[src/source/hpm_settings.svh]
// ------------------------------
// hpm settings
// sizing of the hardware performance monitor:
// counter and event counts, counter and CSR widths
// ------------------------------
`ifndef HPM_SETTINGS_SVH
`define HPM_SETTINGS_SVH

// programmable counters, mhpmcounter3 up to mhpmcounter6
`define HPM_NUM_COUNTERS   4

// numbered events, 0 is reserved for "no event"
`define HPM_NUM_EVENTS     14

`define HPM_CNT_WIDTH      40   // width of one programmable counter

// CSR access
`define HPM_CSR_ADDR_WIDTH 12   // standard RISC-V CSR address space
`define HPM_XLEN           64   // CSR data width

`endif
[src/source/hpm_event_pkg.sv]
// ------------------------------
// hpm event package
// event numbering used by the event selectors
// and the numbered event vector type
// ------------------------------
`default_nettype none

`include "hpm_settings.svh"

package hpm_event_pkg;

    // event number as written into mhpmevent3..6
    typedef enum logic [3:0] {
        EVT_NONE         = 4'd0,   // selector idle, never counts
        EVT_BRANCH_MISS  = 4'd1,
        EVT_IS_BRANCH    = 4'd2,
        EVT_BRANCH_TAKEN = 4'd3,
        EVT_STALL_IF     = 4'd4,   // fetch stage stalled
        EVT_STALL_ID     = 4'd5,
        EVT_STALL_EXE    = 4'd6,
        EVT_ICACHE_REQ   = 4'd7,
        EVT_ICACHE_MISS  = 4'd8,
        EVT_DCACHE_LOAD  = 4'd9,
        EVT_DCACHE_STORE = 4'd10,
        EVT_DCACHE_MISS  = 4'd11,
        EVT_ITLB_MISS    = 4'd12,
        EVT_DTLB_MISS    = 4'd13,
        EVT_DATA_DEPEND  = 4'd14   // operand dependency stall
    } hpm_event_e;

    // one bit per event number, bit 0 stays zero
    typedef logic [`HPM_NUM_EVENTS:0] hpm_event_vec_t;

endpackage

`default_nettype wire

[src/source/hpm_csr_pkg.sv]
// ------------------------------
// hpm CSR package
// counter CSR addresses, CSR data type,
// counter mask and counter array types
// ------------------------------
`default_nettype none

`include "hpm_settings.svh"

package hpm_csr_pkg;

    typedef logic [`HPM_CSR_ADDR_WIDTH-1:0] hpm_csr_addr_t;
    typedef logic [`HPM_XLEN-1:0]           hpm_csr_data_t;

    // bit layout of mcountinhibit: 0 cycle, 1 unused, 2 instret, 3..6 hpm3..hpm6
    typedef logic [`HPM_NUM_COUNTERS+2:0]   hpm_cnt_mask_t;

    typedef logic [`HPM_CNT_WIDTH-1:0]      hpm_cnt_t;   // one programmable counter

    typedef hpm_cnt_t [`HPM_NUM_COUNTERS-1:0]               hpm_cnt_array_t;
    typedef hpm_event_pkg::hpm_event_e [`HPM_NUM_COUNTERS-1:0] hpm_sel_array_t;

    // ------------------------------
    // machine counter addresses
    // ------------------------------
    localparam hpm_csr_addr_t CSR_MCYCLE        = 12'hB00;
    localparam hpm_csr_addr_t CSR_MINSTRET      = 12'hB02;
    localparam hpm_csr_addr_t CSR_MHPMCOUNTER3  = 12'hB03;   // up to 0xB06

    // ------------------------------
    // counter setup addresses
    // ------------------------------
    localparam hpm_csr_addr_t CSR_MCOUNTINHIBIT = 12'h320;
    localparam hpm_csr_addr_t CSR_MHPMEVENT3    = 12'h323;   // up to 0x326

    // unused bit 1 of mcountinhibit always reads zero
    localparam hpm_cnt_mask_t INHIBIT_WMASK = ~hpm_cnt_mask_t'(2);

endpackage

`default_nettype wire

[src/source/hpm_top.sv]
// ------------------------------
// hpm top
// hardware performance monitor: event map,
// counter bank and CSR port
// ------------------------------
`timescale 1ns/100ps
`default_nettype none

`include "hpm_settings.svh"

module hpm_top (
    input  logic                       clk_i,
    input  logic                       rstn_i,
    // event flags
    input  logic                       branch_miss_i,
    input  logic                       is_branch_i,
    input  logic                       branch_taken_i,
    input  logic                       stall_if_i,
    input  logic                       stall_id_i,
    input  logic                       stall_exe_i,
    input  logic                       icache_req_i,
    input  logic                       icache_miss_i,
    input  logic                       dcache_load_i,
    input  logic                       dcache_store_i,
    input  logic                       dcache_miss_i,
    input  logic                       itlb_miss_i,
    input  logic                       dtlb_miss_i,
    input  logic                       data_depend_i,
    input  logic                       retire_i,
    // CSR access
    input  logic                       csr_re_i,
    input  logic                       csr_we_i,
    input  hpm_csr_pkg::hpm_csr_addr_t csr_addr_i,
    input  hpm_csr_pkg::hpm_csr_data_t csr_wdata_i,
    output hpm_csr_pkg::hpm_csr_data_t csr_rdata_o,
    output logic                       csr_rvalid_o,
    output logic                       ovf_irq_o      // counter overflow interrupt
);
    import hpm_event_pkg::*;
    import hpm_csr_pkg::*;

    hpm_event_vec_t               evt_vec;
    logic                         retire;
    hpm_cnt_mask_t                cnt_we;
    logic [`HPM_NUM_COUNTERS-1:0] evt_we;
    logic                         inhibit_we;
    hpm_csr_data_t                wdata;
    logic [63:0]                  cycle;
    logic [63:0]                  instret;
    hpm_cnt_array_t               hpm_cnt;
    hpm_sel_array_t               event_sel;
    hpm_cnt_mask_t                inhibit;

    hpm_event_map u_event_map (
        .clk_i          (clk_i),
        .rstn_i         (rstn_i),
        .branch_miss_i  (branch_miss_i),
        .is_branch_i    (is_branch_i),
        .branch_taken_i (branch_taken_i),
        .stall_if_i     (stall_if_i),
        .stall_id_i     (stall_id_i),
        .stall_exe_i    (stall_exe_i),
        .icache_req_i   (icache_req_i),
        .icache_miss_i  (icache_miss_i),
        .dcache_load_i  (dcache_load_i),
        .dcache_store_i (dcache_store_i),
        .dcache_miss_i  (dcache_miss_i),
        .itlb_miss_i    (itlb_miss_i),
        .dtlb_miss_i    (dtlb_miss_i),
        .data_depend_i  (data_depend_i),
        .retire_i       (retire_i),
        .evt_vec_o      (evt_vec),
        .retire_o       (retire)
    );

    hpm_counter_bank u_counter_bank (
        .clk_i        (clk_i),
        .rstn_i       (rstn_i),
        .evt_vec_i    (evt_vec),
        .retire_i     (retire),
        .cnt_we_i     (cnt_we),
        .evt_we_i     (evt_we),
        .inhibit_we_i (inhibit_we),
        .wdata_i      (wdata),
        .cycle_o      (cycle),
        .instret_o    (instret),
        .hpm_cnt_o    (hpm_cnt),
        .event_sel_o  (event_sel),
        .inhibit_o    (inhibit),
        .ovf_irq_o    (ovf_irq_o)
    );

    hpm_csr_port u_csr_port (
        .clk_i        (clk_i),
        .rstn_i       (rstn_i),
        .csr_re_i     (csr_re_i),
        .csr_we_i     (csr_we_i),
        .csr_addr_i   (csr_addr_i),
        .csr_wdata_i  (csr_wdata_i),
        .cycle_i      (cycle),
        .instret_i    (instret),
        .hpm_cnt_i    (hpm_cnt),
        .event_sel_i  (event_sel),
        .inhibit_i    (inhibit),
        .cnt_we_o     (cnt_we),
        .evt_we_o     (evt_we),
        .inhibit_we_o (inhibit_we),
        .wdata_o      (wdata),
        .csr_rdata_o  (csr_rdata_o),
        .csr_rvalid_o (csr_rvalid_o)
    );

endmodule

`default_nettype wire

[src/source/hpm_csr_port.sv]
// ------------------------------
// hpm CSR port
// decodes CSR strobes into counter, selector and
// inhibit writes, registers the read data
// ------------------------------
`timescale 1ns/100ps
`default_nettype none

`include "hpm_settings.svh"

module hpm_csr_port (
    input  logic                          clk_i,
    input  logic                          rstn_i,
    input  logic                          csr_re_i,       // one-cycle read strobe
    input  logic                          csr_we_i,       // one-cycle write strobe
    input  hpm_csr_pkg::hpm_csr_addr_t    csr_addr_i,
    input  hpm_csr_pkg::hpm_csr_data_t    csr_wdata_i,
    input  logic [63:0]                   cycle_i,
    input  logic [63:0]                   instret_i,
    input  hpm_csr_pkg::hpm_cnt_array_t   hpm_cnt_i,
    input  hpm_csr_pkg::hpm_sel_array_t   event_sel_i,
    input  hpm_csr_pkg::hpm_cnt_mask_t    inhibit_i,
    output hpm_csr_pkg::hpm_cnt_mask_t    cnt_we_o,
    output logic [`HPM_NUM_COUNTERS-1:0]  evt_we_o,
    output logic                          inhibit_we_o,
    output hpm_csr_pkg::hpm_csr_data_t    wdata_o,
    output hpm_csr_pkg::hpm_csr_data_t    csr_rdata_o,
    output logic                          csr_rvalid_o
);
    import hpm_csr_pkg::*;

    hpm_csr_data_t rd_value;      // read mux, before the output register
    hpm_csr_data_t rdata_q;
    logic          rvalid_q;

    // ------------------------------
    // address decode
    // ------------------------------
    always_comb begin
        cnt_we_o     = '0;
        evt_we_o     = '0;
        inhibit_we_o = 1'b0;
        rd_value     = '0;        // unmapped addresses read zero
        if (csr_addr_i == CSR_MCYCLE) begin
            cnt_we_o[0] = csr_we_i;
            rd_value    = cycle_i;
        end
        if (csr_addr_i == CSR_MINSTRET) begin
            cnt_we_o[2] = csr_we_i;
            rd_value    = instret_i;
        end
        if (csr_addr_i == CSR_MCOUNTINHIBIT) begin
            inhibit_we_o = csr_we_i;
            rd_value     = hpm_csr_data_t'(inhibit_i);
        end
        for (int i = 0; i < `HPM_NUM_COUNTERS; i++) begin
            if (csr_addr_i == CSR_MHPMCOUNTER3 + hpm_csr_addr_t'(i)) begin
                cnt_we_o[3+i] = csr_we_i;
                rd_value      = hpm_csr_data_t'(hpm_cnt_i[i]);   // zero-extend
            end
            if (csr_addr_i == CSR_MHPMEVENT3 + hpm_csr_addr_t'(i)) begin
                evt_we_o[i] = csr_we_i;
                rd_value    = hpm_csr_data_t'(event_sel_i[i]);
            end
        end
    end

    assign wdata_o = csr_wdata_i;   // write data is used in the strobe cycle

    // ------------------------------
    // read response, one cycle after the strobe
    // ------------------------------
    always_ff @(posedge clk_i, negedge rstn_i) begin
        if (!rstn_i) begin
            rvalid_q <= 1'b0;
        end else begin
            rvalid_q <= csr_re_i;
        end
    end

    // value sampled before a same-cycle write lands
    always_ff @(posedge clk_i) begin
        if (csr_re_i) begin
            rdata_q <= rd_value;
        end
    end

    assign csr_rdata_o  = rdata_q;
    assign csr_rvalid_o = rvalid_q;

endmodule

`default_nettype wire

[src/source/hpm_counter_bank.sv]
// ------------------------------
// hpm counter bank
// mcycle, minstret and the programmable counters with
// their event selectors, the mcountinhibit register
// and the overflow interrupt request
// ------------------------------
`timescale 1ns/100ps
`default_nettype none

`include "hpm_settings.svh"

module hpm_counter_bank (
    input  logic                          clk_i,
    input  logic                          rstn_i,
    input  hpm_event_pkg::hpm_event_vec_t evt_vec_i,
    input  logic                          retire_i,
    input  hpm_csr_pkg::hpm_cnt_mask_t    cnt_we_i,       // one bit per counter position
    input  logic [`HPM_NUM_COUNTERS-1:0]  evt_we_i,       // selector writes
    input  logic                          inhibit_we_i,
    input  hpm_csr_pkg::hpm_csr_data_t    wdata_i,
    output logic [63:0]                   cycle_o,
    output logic [63:0]                   instret_o,
    output hpm_csr_pkg::hpm_cnt_array_t   hpm_cnt_o,
    output hpm_csr_pkg::hpm_sel_array_t   event_sel_o,
    output hpm_csr_pkg::hpm_cnt_mask_t    inhibit_o,
    output logic                          ovf_irq_o
);
    import hpm_event_pkg::*;
    import hpm_csr_pkg::*;

    hpm_sel_array_t                event_sel_q;
    hpm_cnt_mask_t                 inhibit_q;
    hpm_event_e                    sel_wdata;   // legalized selector value
    logic                          ovf_cycle;
    logic                          ovf_instret;
    logic [`HPM_NUM_COUNTERS-1:0]  ovf_hpm;

    // out-of-range event numbers fall back to "no event"
    assign sel_wdata = (wdata_i[3:0] > `HPM_NUM_EVENTS) ? EVT_NONE
                                                        : hpm_event_e'(wdata_i[3:0]);

    // ------------------------------
    // selector and inhibit registers
    // ------------------------------
    always_ff @(posedge clk_i, negedge rstn_i) begin
        if (!rstn_i) begin
            event_sel_q <= '{default: EVT_NONE};
            inhibit_q   <= '0;
        end else begin
            for (int i = 0; i < `HPM_NUM_COUNTERS; i++) begin
                if (evt_we_i[i]) begin
                    event_sel_q[i] <= sel_wdata;
                end
            end
            if (inhibit_we_i) begin
                inhibit_q <= wdata_i[$bits(hpm_cnt_mask_t)-1:0] & INHIBIT_WMASK;
            end
        end
    end

    // ------------------------------
    // counters
    // ------------------------------
    hpm_counter #(.cnt_t(logic [63:0])) u_mcycle (
        .clk_i        (clk_i),
        .rstn_i       (rstn_i),
        .inc_i        (~inhibit_q[0]),             // every cycle unless inhibited
        .load_i       (cnt_we_i[0]),
        .load_value_i (wdata_i),
        .count_o      (cycle_o),
        .ovf_o        (ovf_cycle)
    );

    hpm_counter #(.cnt_t(logic [63:0])) u_minstret (
        .clk_i        (clk_i),
        .rstn_i       (rstn_i),
        .inc_i        (retire_i & ~inhibit_q[2]),
        .load_i       (cnt_we_i[2]),
        .load_value_i (wdata_i),
        .count_o      (instret_o),
        .ovf_o        (ovf_instret)
    );

    for (genvar g = 0; g < `HPM_NUM_COUNTERS; g++) begin : g_hpm
        hpm_counter #(.cnt_t(hpm_cnt_t)) u_hpm (
            .clk_i        (clk_i),
            .rstn_i       (rstn_i),
            .inc_i        (evt_vec_i[event_sel_q[g]] & ~inhibit_q[3+g]),
            .load_i       (cnt_we_i[3+g]),
            .load_value_i (wdata_i[`HPM_CNT_WIDTH-1:0]),
            .count_o      (hpm_cnt_o[g]),
            .ovf_o        (ovf_hpm[g])
        );
    end

    assign event_sel_o = event_sel_q;
    assign inhibit_o   = inhibit_q;
    assign ovf_irq_o   = ovf_cycle | ovf_instret | (|ovf_hpm);   // level, any sticky flag

endmodule

`default_nettype wire

[src/source/hpm_counter.sv]
// ------------------------------
// hpm counter
// loadable wrapping counter with a sticky overflow
// flag, width taken from its type parameter
// ------------------------------
`timescale 1ns/100ps
`default_nettype none

module hpm_counter #(
    parameter type cnt_t = logic [63:0]
) (
    input  logic clk_i,
    input  logic rstn_i,
    input  logic inc_i,           // count one this cycle
    input  logic load_i,          // CSR write, wins over inc_i
    input  cnt_t load_value_i,
    output cnt_t count_o,
    output logic ovf_o            // sticky until the next load
);

    cnt_t count_q;
    logic ovf_q;
    logic at_max;

    assign at_max = &count_q;     // next increment wraps to zero

    always_ff @(posedge clk_i, negedge rstn_i) begin
        if (!rstn_i) begin
            count_q <= '0;
            ovf_q   <= 1'b0;
        end else if (load_i) begin
            count_q <= load_value_i;
            ovf_q   <= 1'b0;      // rewrite acknowledges the overflow
        end else if (inc_i) begin
            count_q <= count_q + 1'b1;
            if (at_max) begin
                ovf_q <= 1'b1;
            end
        end
    end

    assign count_o = count_q;
    assign ovf_o   = ovf_q;

endmodule

`default_nettype wire

[src/source/hpm_event_map.sv]
// ------------------------------
// hpm event map
// places the raw pipeline and memory flags at their
// event numbers and registers the vector and retire
// ------------------------------
`timescale 1ns/100ps
`default_nettype none

module hpm_event_map (
    input  logic                          clk_i,
    input  logic                          rstn_i,
    // pipeline flags
    input  logic                          branch_miss_i,
    input  logic                          is_branch_i,
    input  logic                          branch_taken_i,
    input  logic                          stall_if_i,
    input  logic                          stall_id_i,
    input  logic                          stall_exe_i,
    // memory system flags
    input  logic                          icache_req_i,
    input  logic                          icache_miss_i,
    input  logic                          dcache_load_i,
    input  logic                          dcache_store_i,
    input  logic                          dcache_miss_i,
    input  logic                          itlb_miss_i,
    input  logic                          dtlb_miss_i,
    input  logic                          data_depend_i,
    input  logic                          retire_i,    // one instruction retired
    output hpm_event_pkg::hpm_event_vec_t evt_vec_o,
    output logic                          retire_o
);
    import hpm_event_pkg::*;

    hpm_event_vec_t evt_d;      // numbered flags this cycle
    hpm_event_vec_t evt_q;
    logic           retire_q;

    always_comb begin
        evt_d                   = '0;   // bit 0 is the idle selector
        evt_d[EVT_BRANCH_MISS]  = branch_miss_i;
        evt_d[EVT_IS_BRANCH]    = is_branch_i;
        evt_d[EVT_BRANCH_TAKEN] = branch_taken_i;
        evt_d[EVT_STALL_IF]     = stall_if_i;
        evt_d[EVT_STALL_ID]     = stall_id_i;
        evt_d[EVT_STALL_EXE]    = stall_exe_i;
        evt_d[EVT_ICACHE_REQ]   = icache_req_i;
        evt_d[EVT_ICACHE_MISS]  = icache_miss_i;
        evt_d[EVT_DCACHE_LOAD]  = dcache_load_i;
        evt_d[EVT_DCACHE_STORE] = dcache_store_i;
        evt_d[EVT_DCACHE_MISS]  = dcache_miss_i;
        evt_d[EVT_ITLB_MISS]    = itlb_miss_i;
        evt_d[EVT_DTLB_MISS]    = dtlb_miss_i;
        evt_d[EVT_DATA_DEPEND]  = data_depend_i;
    end

    // one register stage decouples the counters from the pipeline paths
    always_ff @(posedge clk_i, negedge rstn_i) begin
        if (!rstn_i) begin
            evt_q    <= '0;
            retire_q <= 1'b0;
        end else begin
            evt_q    <= evt_d;
            retire_q <= retire_i;
        end
    end

    assign evt_vec_o = evt_q;
    assign retire_o  = retire_q;

endmodule

`default_nettype wire

[config.mk]
export PLATFORM = sky130hd
export DESIGN_NAME = hpm_top
export DESIGN_NICKNAME = d
export VERILOG_FILES = /design/src/source/hpm_event_pkg.sv /design/src/source/hpm_csr_pkg.sv /design/src/source/hpm_top.sv /design/src/source/hpm_csr_port.sv /design/src/source/hpm_counter_bank.sv /design/src/source/hpm_counter.sv /design/src/source/hpm_event_map.sv
export VERILOG_INCLUDE_DIRS = /design/src /design/src/source
export SDC_FILE = /design/constraint.sdc
export NUM_CORES = 1
export LEC_CHECK = 0
export BUFFER_PORTS_ARGS = -buffer_cell sky130_fd_sc_hd__clkbuf_2
export CAP_MARGIN = 15
export CORE_ASPECT_RATIO = 1.4
export CORE_MARGIN = 4
export CORE_UTILIZATION = 65
export DETAILED_ROUTE_END_ITERATION = 12
export GPL_TIMING_DRIVEN = 0
export PLACE_DENSITY = 0.85
export SYNTH_ARGS = -nofsm -noshare
export SYNTH_HDL_FRONTEND = slang
export SYNTH_SLANG_ARGS = --single-unit
[constraint.sdc]
create_clock -name clk_i -period 4.8 [get_ports clk_i]
set_clock_uncertainty 0.2 [all_clocks]
set_input_delay 0.48 -clock clk_i [delete_from_list [all_inputs] [get_ports clk_i]]
set_output_delay 0.48 -clock clk_i [all_outputs]
set_load 0.01 [all_outputs]
---- Word level (Yosys, flattened, before mapping) ----
Index checks and enable logic that the tools add are counted.
word-level totals
  input bits .............................. 95
  register bits ........................... 396
operators by class
  bitwise gates (word level) .............. 12
  reduce and logical (&&, ||, !) cells .... 25
  add/sub/neg operators ................... 6
  mux-type cells .......................... 61
  eq/ne operators ......................... 12
  order comparisons ....................... 5
operators with widths
  kind                   count
  $mux 40                16
  $mux 64                6
  $add 40x1->40 const B  4
  $reduce_and 40->1      4
  $add 64x1->64 const B  2
  $reduce_and 64->1      2
  $eq 12x12->1 const B   6
  $eq 12x10->1 const B   5
  $mux 1                 33
  $reduce_bool 2->1      11
  $lt 4x5->1 const B     4
  $bmux 1 s4             4
  $reduce_and 2->1       6
  $reduce_or 9->1        1
  $mux 4                 2
  $and 1x1->1            5
  $not 1->1              5
  $gt 4x4->1 const B     1
  $reduce_or 4->1        1
  $ne 2x2->1 const B     1
  $or 1x1->1             2

---- Depth between registers and ports, before layout ----
  depth in word-level cells ............... 12
  mapped depth ............................ 10
  depth with buffers taken out ............ 7

---- Hierarchy ----
Synthesis repeated with hierarchy kept, for this count alone.
unflattened totals
  cells, all modules ...................... 2657
  area, all modules ....................... 24438.4 um^2
by module, submodules not included
  module                                           cells an instance  area each (um^2)  instances  seq. area each (um^2)
  hpm_counter (u_counter_bank.g_hpm[0].u_hpm ...)  275                2432.3            4          1026.0
  hpm_counter (u_counter_bank.u_mcycle ...)        473                4043.9            2          1626.6
  hpm_csr_port                                     462                4708.3            1          1946.9
  hpm_counter_bank                                 132                1526.5            1          550.5
  hpm_event_map                                    17                 386.6             1          375.4

---- Worst setup path after synthesis ----
Ideal clock, no wire load.
  kind .................................... input port to flip-flop
  start point ............................. input port csr_addr_i[3]
  end point ............................... register u_counter_bank.u_mcycle.count_q, in the netlist u_counter_bank.u_mcycle.count_o[56]
  library setup time ...................... 0.137 ns
  arrival time ............................ 2.298 ns
  path slack .............................. 2.166 ns
  stages on the path ...................... 8
  required time ........................... 4.463 ns
  buffers on the path ..................... 3
  cell sequence ........................... clkbuf_1 > or4_1 > nor4_2 > nand2_1 > clkbuf_1 > clkbuf_1 > nor2_1 > a21oi_1
between the ends
  longest elaborated chain between the ends .. 3
RTL lines
  item                                                           line                text
  start, declared                                                hpm_top.sv:33       input hpm_csr_pkg::hpm_csr_addr_t csr_addr_i,
  $eq 12x12->1 *                                                 hpm_csr_port.sv:44  if (csr_addr_i == CSR_MCYCLE) begin
  $mux 1 *                                                       hpm_csr_port.sv:44
  $ne 2x2->1 (no source line) / $mux 64 (equally long branches)  -
  end signal, assigned                                           hpm_counter.sv:32   count_q <= load_value_i;
  end signal, assigned                                           hpm_counter.sv:35   count_q <= count_q + 1'b1;
  end, declared                                                  hpm_counter.sv:21   cnt_t count_q;
Every way passes the cells marked *; elsewhere a longest branch is shown, timed or not.
A chain may end at the register's enable or synchronous reset.

---- Final worst setup path ----
  start point ............................. input port csr_addr_i[4]
  end point ............................... register u_counter_bank.u_minstret.count_q, in the netlist u_counter_bank.u_minstret.count_o[61]
between the ends
  longest elaborated chain between the ends .. 3
RTL lines
  item                                                 line                text
  $eq 12x12->1 *                                       hpm_csr_port.sv:48  if (csr_addr_i == CSR_MINSTRET) begin
  $mux 1 *                                             hpm_csr_port.sv:48
  $mux 64 / $reduce_bool 2->1 (equally long branches)  -
  end signal, assigned                                 hpm_counter.sv:32
  end signal, assigned                                 hpm_counter.sv:35
  end, declared                                        hpm_counter.sv:21
Marked as above.

==> flow_metrics.py <==
metrics = {
    "status": {
        "status": "finished clean",
    },
    "logic_synthesis": {
        "syn_nets": 2584,
        "synthXorXnorAreaFrac_pct": 9.71,
        "synth_top_family_by_area": "simple AND/OR/NAND/NOR gates",
        "ys_async_sr_fraction_pct": 83.8,
        "synth_fa_ha_area_share_pct": 0.336,
        "netlist.area_leader.share_pct": 37.1,
        "synth_seq_cells": 396,
        "synth_area_leaders": "dfrtp_1, edfxtp_1, xnor2_1",
        "yosysWarnings": 0,
        "synthDistinctLibCells": 72,
        "yosys.area.top_type": "dfrtp_1",
        "netlist_area_sq_um": 22400,
        "synthCells": 2483,
        "avgSynthCellArea_sq_um": 9.01,
        "muxShareOfSynthArea_pct": 1.96,
        "synthFlopType": "dfrtp_1",
        "synth-edff-count": 64,
        "seq_area_frac_synth_pct": 45.7,
        "synth_compound_area_share_pct": 15.4,
        "synth-simple-area-share_pct": 23.5,
    },
    "clocking": {
        "clock_path_buffers": 3,
        "h-tree-depth": 2,
        "clk-insertion-delay-late_ns": 0.56,
        "cts_setup_buffers": 0,
        "cts_buffers": 40,
        "cts-root-buf": "clkbuf_16",
        "cts.sinks": 396,
        "tritoncts": "done",
        "path_clk_slew_ns": 0.07,
    },
    "route": {
        "drc_errors": 0,
        "first_iter_violations": 3449,
        "ant_nets": 0,
        "wl_per_cell_um": 24.7,
        "avgViaCountPerCell": 6.90,
        "wl_um": 79300,
        "drt-pass1-iter-count": 9,
        "vias": 22100,
    },
    "run": {
        "drv_cap": 0,
    },
    "global_routing": {
        "met1_usage_pct": 49.8,
        "antenna_found_initial": 2,
        "busiest_layer": "met2",
        "grt_use_met3_pct": 9.33,
        "grtUsageMet2_pct": 66.9,
        "overflow": 0,
        "grt_pass1_vias": 21700,
        "grt_max_degree": 114,
        "track_usage_pct": 41.7,
        "grt_pass1_wl_um": 120000,
    },
    "placement": {
        "gp_congestion": 1.10,
        "port_buffers": 159,
        "dp_cells": 3100,
        "hpwl_um": 58100,
    },
    "worst_setup_path": {
        "arrival_ns": 3.78,
        "start_kind": "input port",
        "critPathRequiredTime_ns": 5.01,
        "cp_max_fo": 10,
        "r2r_cells": 9,
        "critPathKind": "input port to register",
        "cp-end-kind": "register",
    },
    "layout": {
        "area_growth_pct": 14.3,
        "drive_above_1_share_pct": 9.87,
        "nNetsFinal": 2828,
        "final_common_cell": "dfrtp_1",
        "stdcell_count": 3207,
        "mostFrequentLayoutCells": "dfrtp_1, nand2_1, nor2_1",
    },
    "sta": {
        "timing.setup.tns_ns": 0,
        "min_period_over_period_pct": 74.4,
        "setup_viol": 0,
        "hold_viol": 0,
        "worstMarginPinSlew_ns": 1.20,
        "drv_slew": 0,
        "maxSlewHeadroom_pct": 19.2,
        "fin_crit_ns": 3.57,
        "fmax_mhz": 280,
        "rsz0062_at_grt": "false",
    },
    "pwr": {
        "p_per_area_nw_per_um2": 379,
        "p_leak_nw": 9.61,
        "peakVddDrop_uv": 381,
    },
    "hold_path": {
        "min_path_cells": 3,
        "hold_class": "input port to register",
    },
    "floorplanning": {
        "die_area_sq_um": 37500,
        "die_y_um": 228,
        "io_pins": 161,
        "initial_core_util_pct": 65.7,
        "die_width_um": 165,
        "core_area_sq_um": 34000,
        "rows": 80,
    },
}
## logic make-up after synthesis
logic type / count (synthesis)
AOI/OAI and AO/OA: 562
buffers and inverters: 190
and+or+nand+nor: 1049
xor gates and xnor gates: 248
adders and majority gates: 6
muxes: 32
DFF: 396
## repair_timing
item	4_1_cts	5_1_grt
hold buffers	36	0
endpoints found under the hold margin	82	0
gates resized for setup	0	0
## metal layers
metal | part of all wire [%] | up-vias
li1 | - | 9533
met1 | 34 | 10500
met2 | 46 | 1602
met3 | 12 | 440
met4 | 8.6 | 2
met5 | 0.016 | -
## synth_stat cells, drive strengths merged, types with 7 or more instances
cell / n
xnor2: 153
xor2: 95
nand3: 146
and4: 26
nor2b: 12
a31oi: 36
o22ai: 7
and3: 45
or3: 27
buf: 18
inv: 41
a22o: 27
edfxtp: 64
dfrtp: 332
nor2: 223
clkbuf: 131
nor4: 67
or4: 11
o21ai: 179
and2: 23
nand2: 268
a22oi: 108
mux2i: 9
mux4: 8
o2111ai: 10
nand2b: 7
nor3: 83
a21oi: 148
mux2: 15
nand4: 78
## path summary, 6_finish.rpt
check | slack [ns] | start | end
worst min register to register | 0.31 | u_counter_bank.g_hpm[1].u_hpm.ovf_o$_DFFE_PN0P_ | u_counter_bank.g_hpm[1].u_hpm.ovf_o$_DFFE_PN0P_
worst max-delay path | 1.23 | csr_addr_i[4] | u_counter_bank.u_minstret.count_o[61]$_DFFE_PN0P_
worst max register to register | 1.27 | u_counter_bank.event_sel_o[6]$_DFFE_PN0P_ | u_counter_bank.g_hpm[1].u_hpm.count_o[14]$_DFFE_PN0P_
max in group asynchronous | 2.76 | rstn_i | u_counter_bank.g_hpm[0].u_hpm.count_o[23]$_DFFE_PN0P_
worst min-delay path | 0.02 | csr_wdata_i[51] | u_counter_bank.u_minstret.count_o[51]$_DFFE_PN0P_
min in group asynchronous | 0.25 | rstn_i | u_counter_bank.u_mcycle.count_o[57]$_DFFE_PN0P_
## area by class of cell
class,count,area (sq um)
antenna,1,2.50
buffer,149,591
clock buffer,55,1120
clock inverter,15,204
fill,2453,8460
inverter,41,154
multi-input combinational,1897,11400
sequential,396,10200
tap,451,564
timing repair buffer,202,1300
## flip-flops by register name (all words and copies together), names as in the netlist, 4 cells and up
register                            cells
u_counter_bank.event_sel_o             16
u_counter_bank.g_hpm.u_hpm.count_o    160
u_counter_bank.g_hpm.u_hpm.ovf_o        4
u_counter_bank.inhibit_o                6
u_counter_bank.u_mcycle.count_o        64
u_counter_bank.u_minstret.count_o      64
u_csr_port.csr_rdata_o                 64
u_event_map.evt_vec_o                  14
## stage by stage
| step | hold WS [ns] | worst slack, ns | power, mW | utilization [%] | cell area (sq um) |
|---|---|---|---|---|---|
| 6_report | 0.0207 | 1.23 | 9.69 | 75.1 | 25600 |
| 5_1_grt | 0.0280 | 1.10 | 9.99 | 75.1 | 25600 |
| 4_1_cts | 0.00754 | 1.38 | 9.55 | 75.1 | 25600 |
| 3_5_place_dp | 0.257 | 0.802 | 6.32 | 70.2 | 23900 |
| 3_3_place_gp | 0.276 | -4.29 | 6.23 | 69.7 | 23700 |
| 2_1_floorplan | -0.0156 | 2.17 | 5.52 | - | 22400 |
## worst max-delay path, stage by stage
cell      delay, ns
clkbuf_2       0.09
nor4b_1        0.47
nand3_1        0.29
nor2_1         0.93
and2_0         0.22
clkbuf_1       0.34
buf_2          0.35
clkbuf_1       0.40
o21ai_0        0.18
## power breakdown
group	leakage (nW)	internal, mW	switching [mW]
clock	0.654	1.90	1.36
sequential	4.21	3.75	0.520
combinational	4.74	0.764	1.39
(Power assumes the default switching activity.)
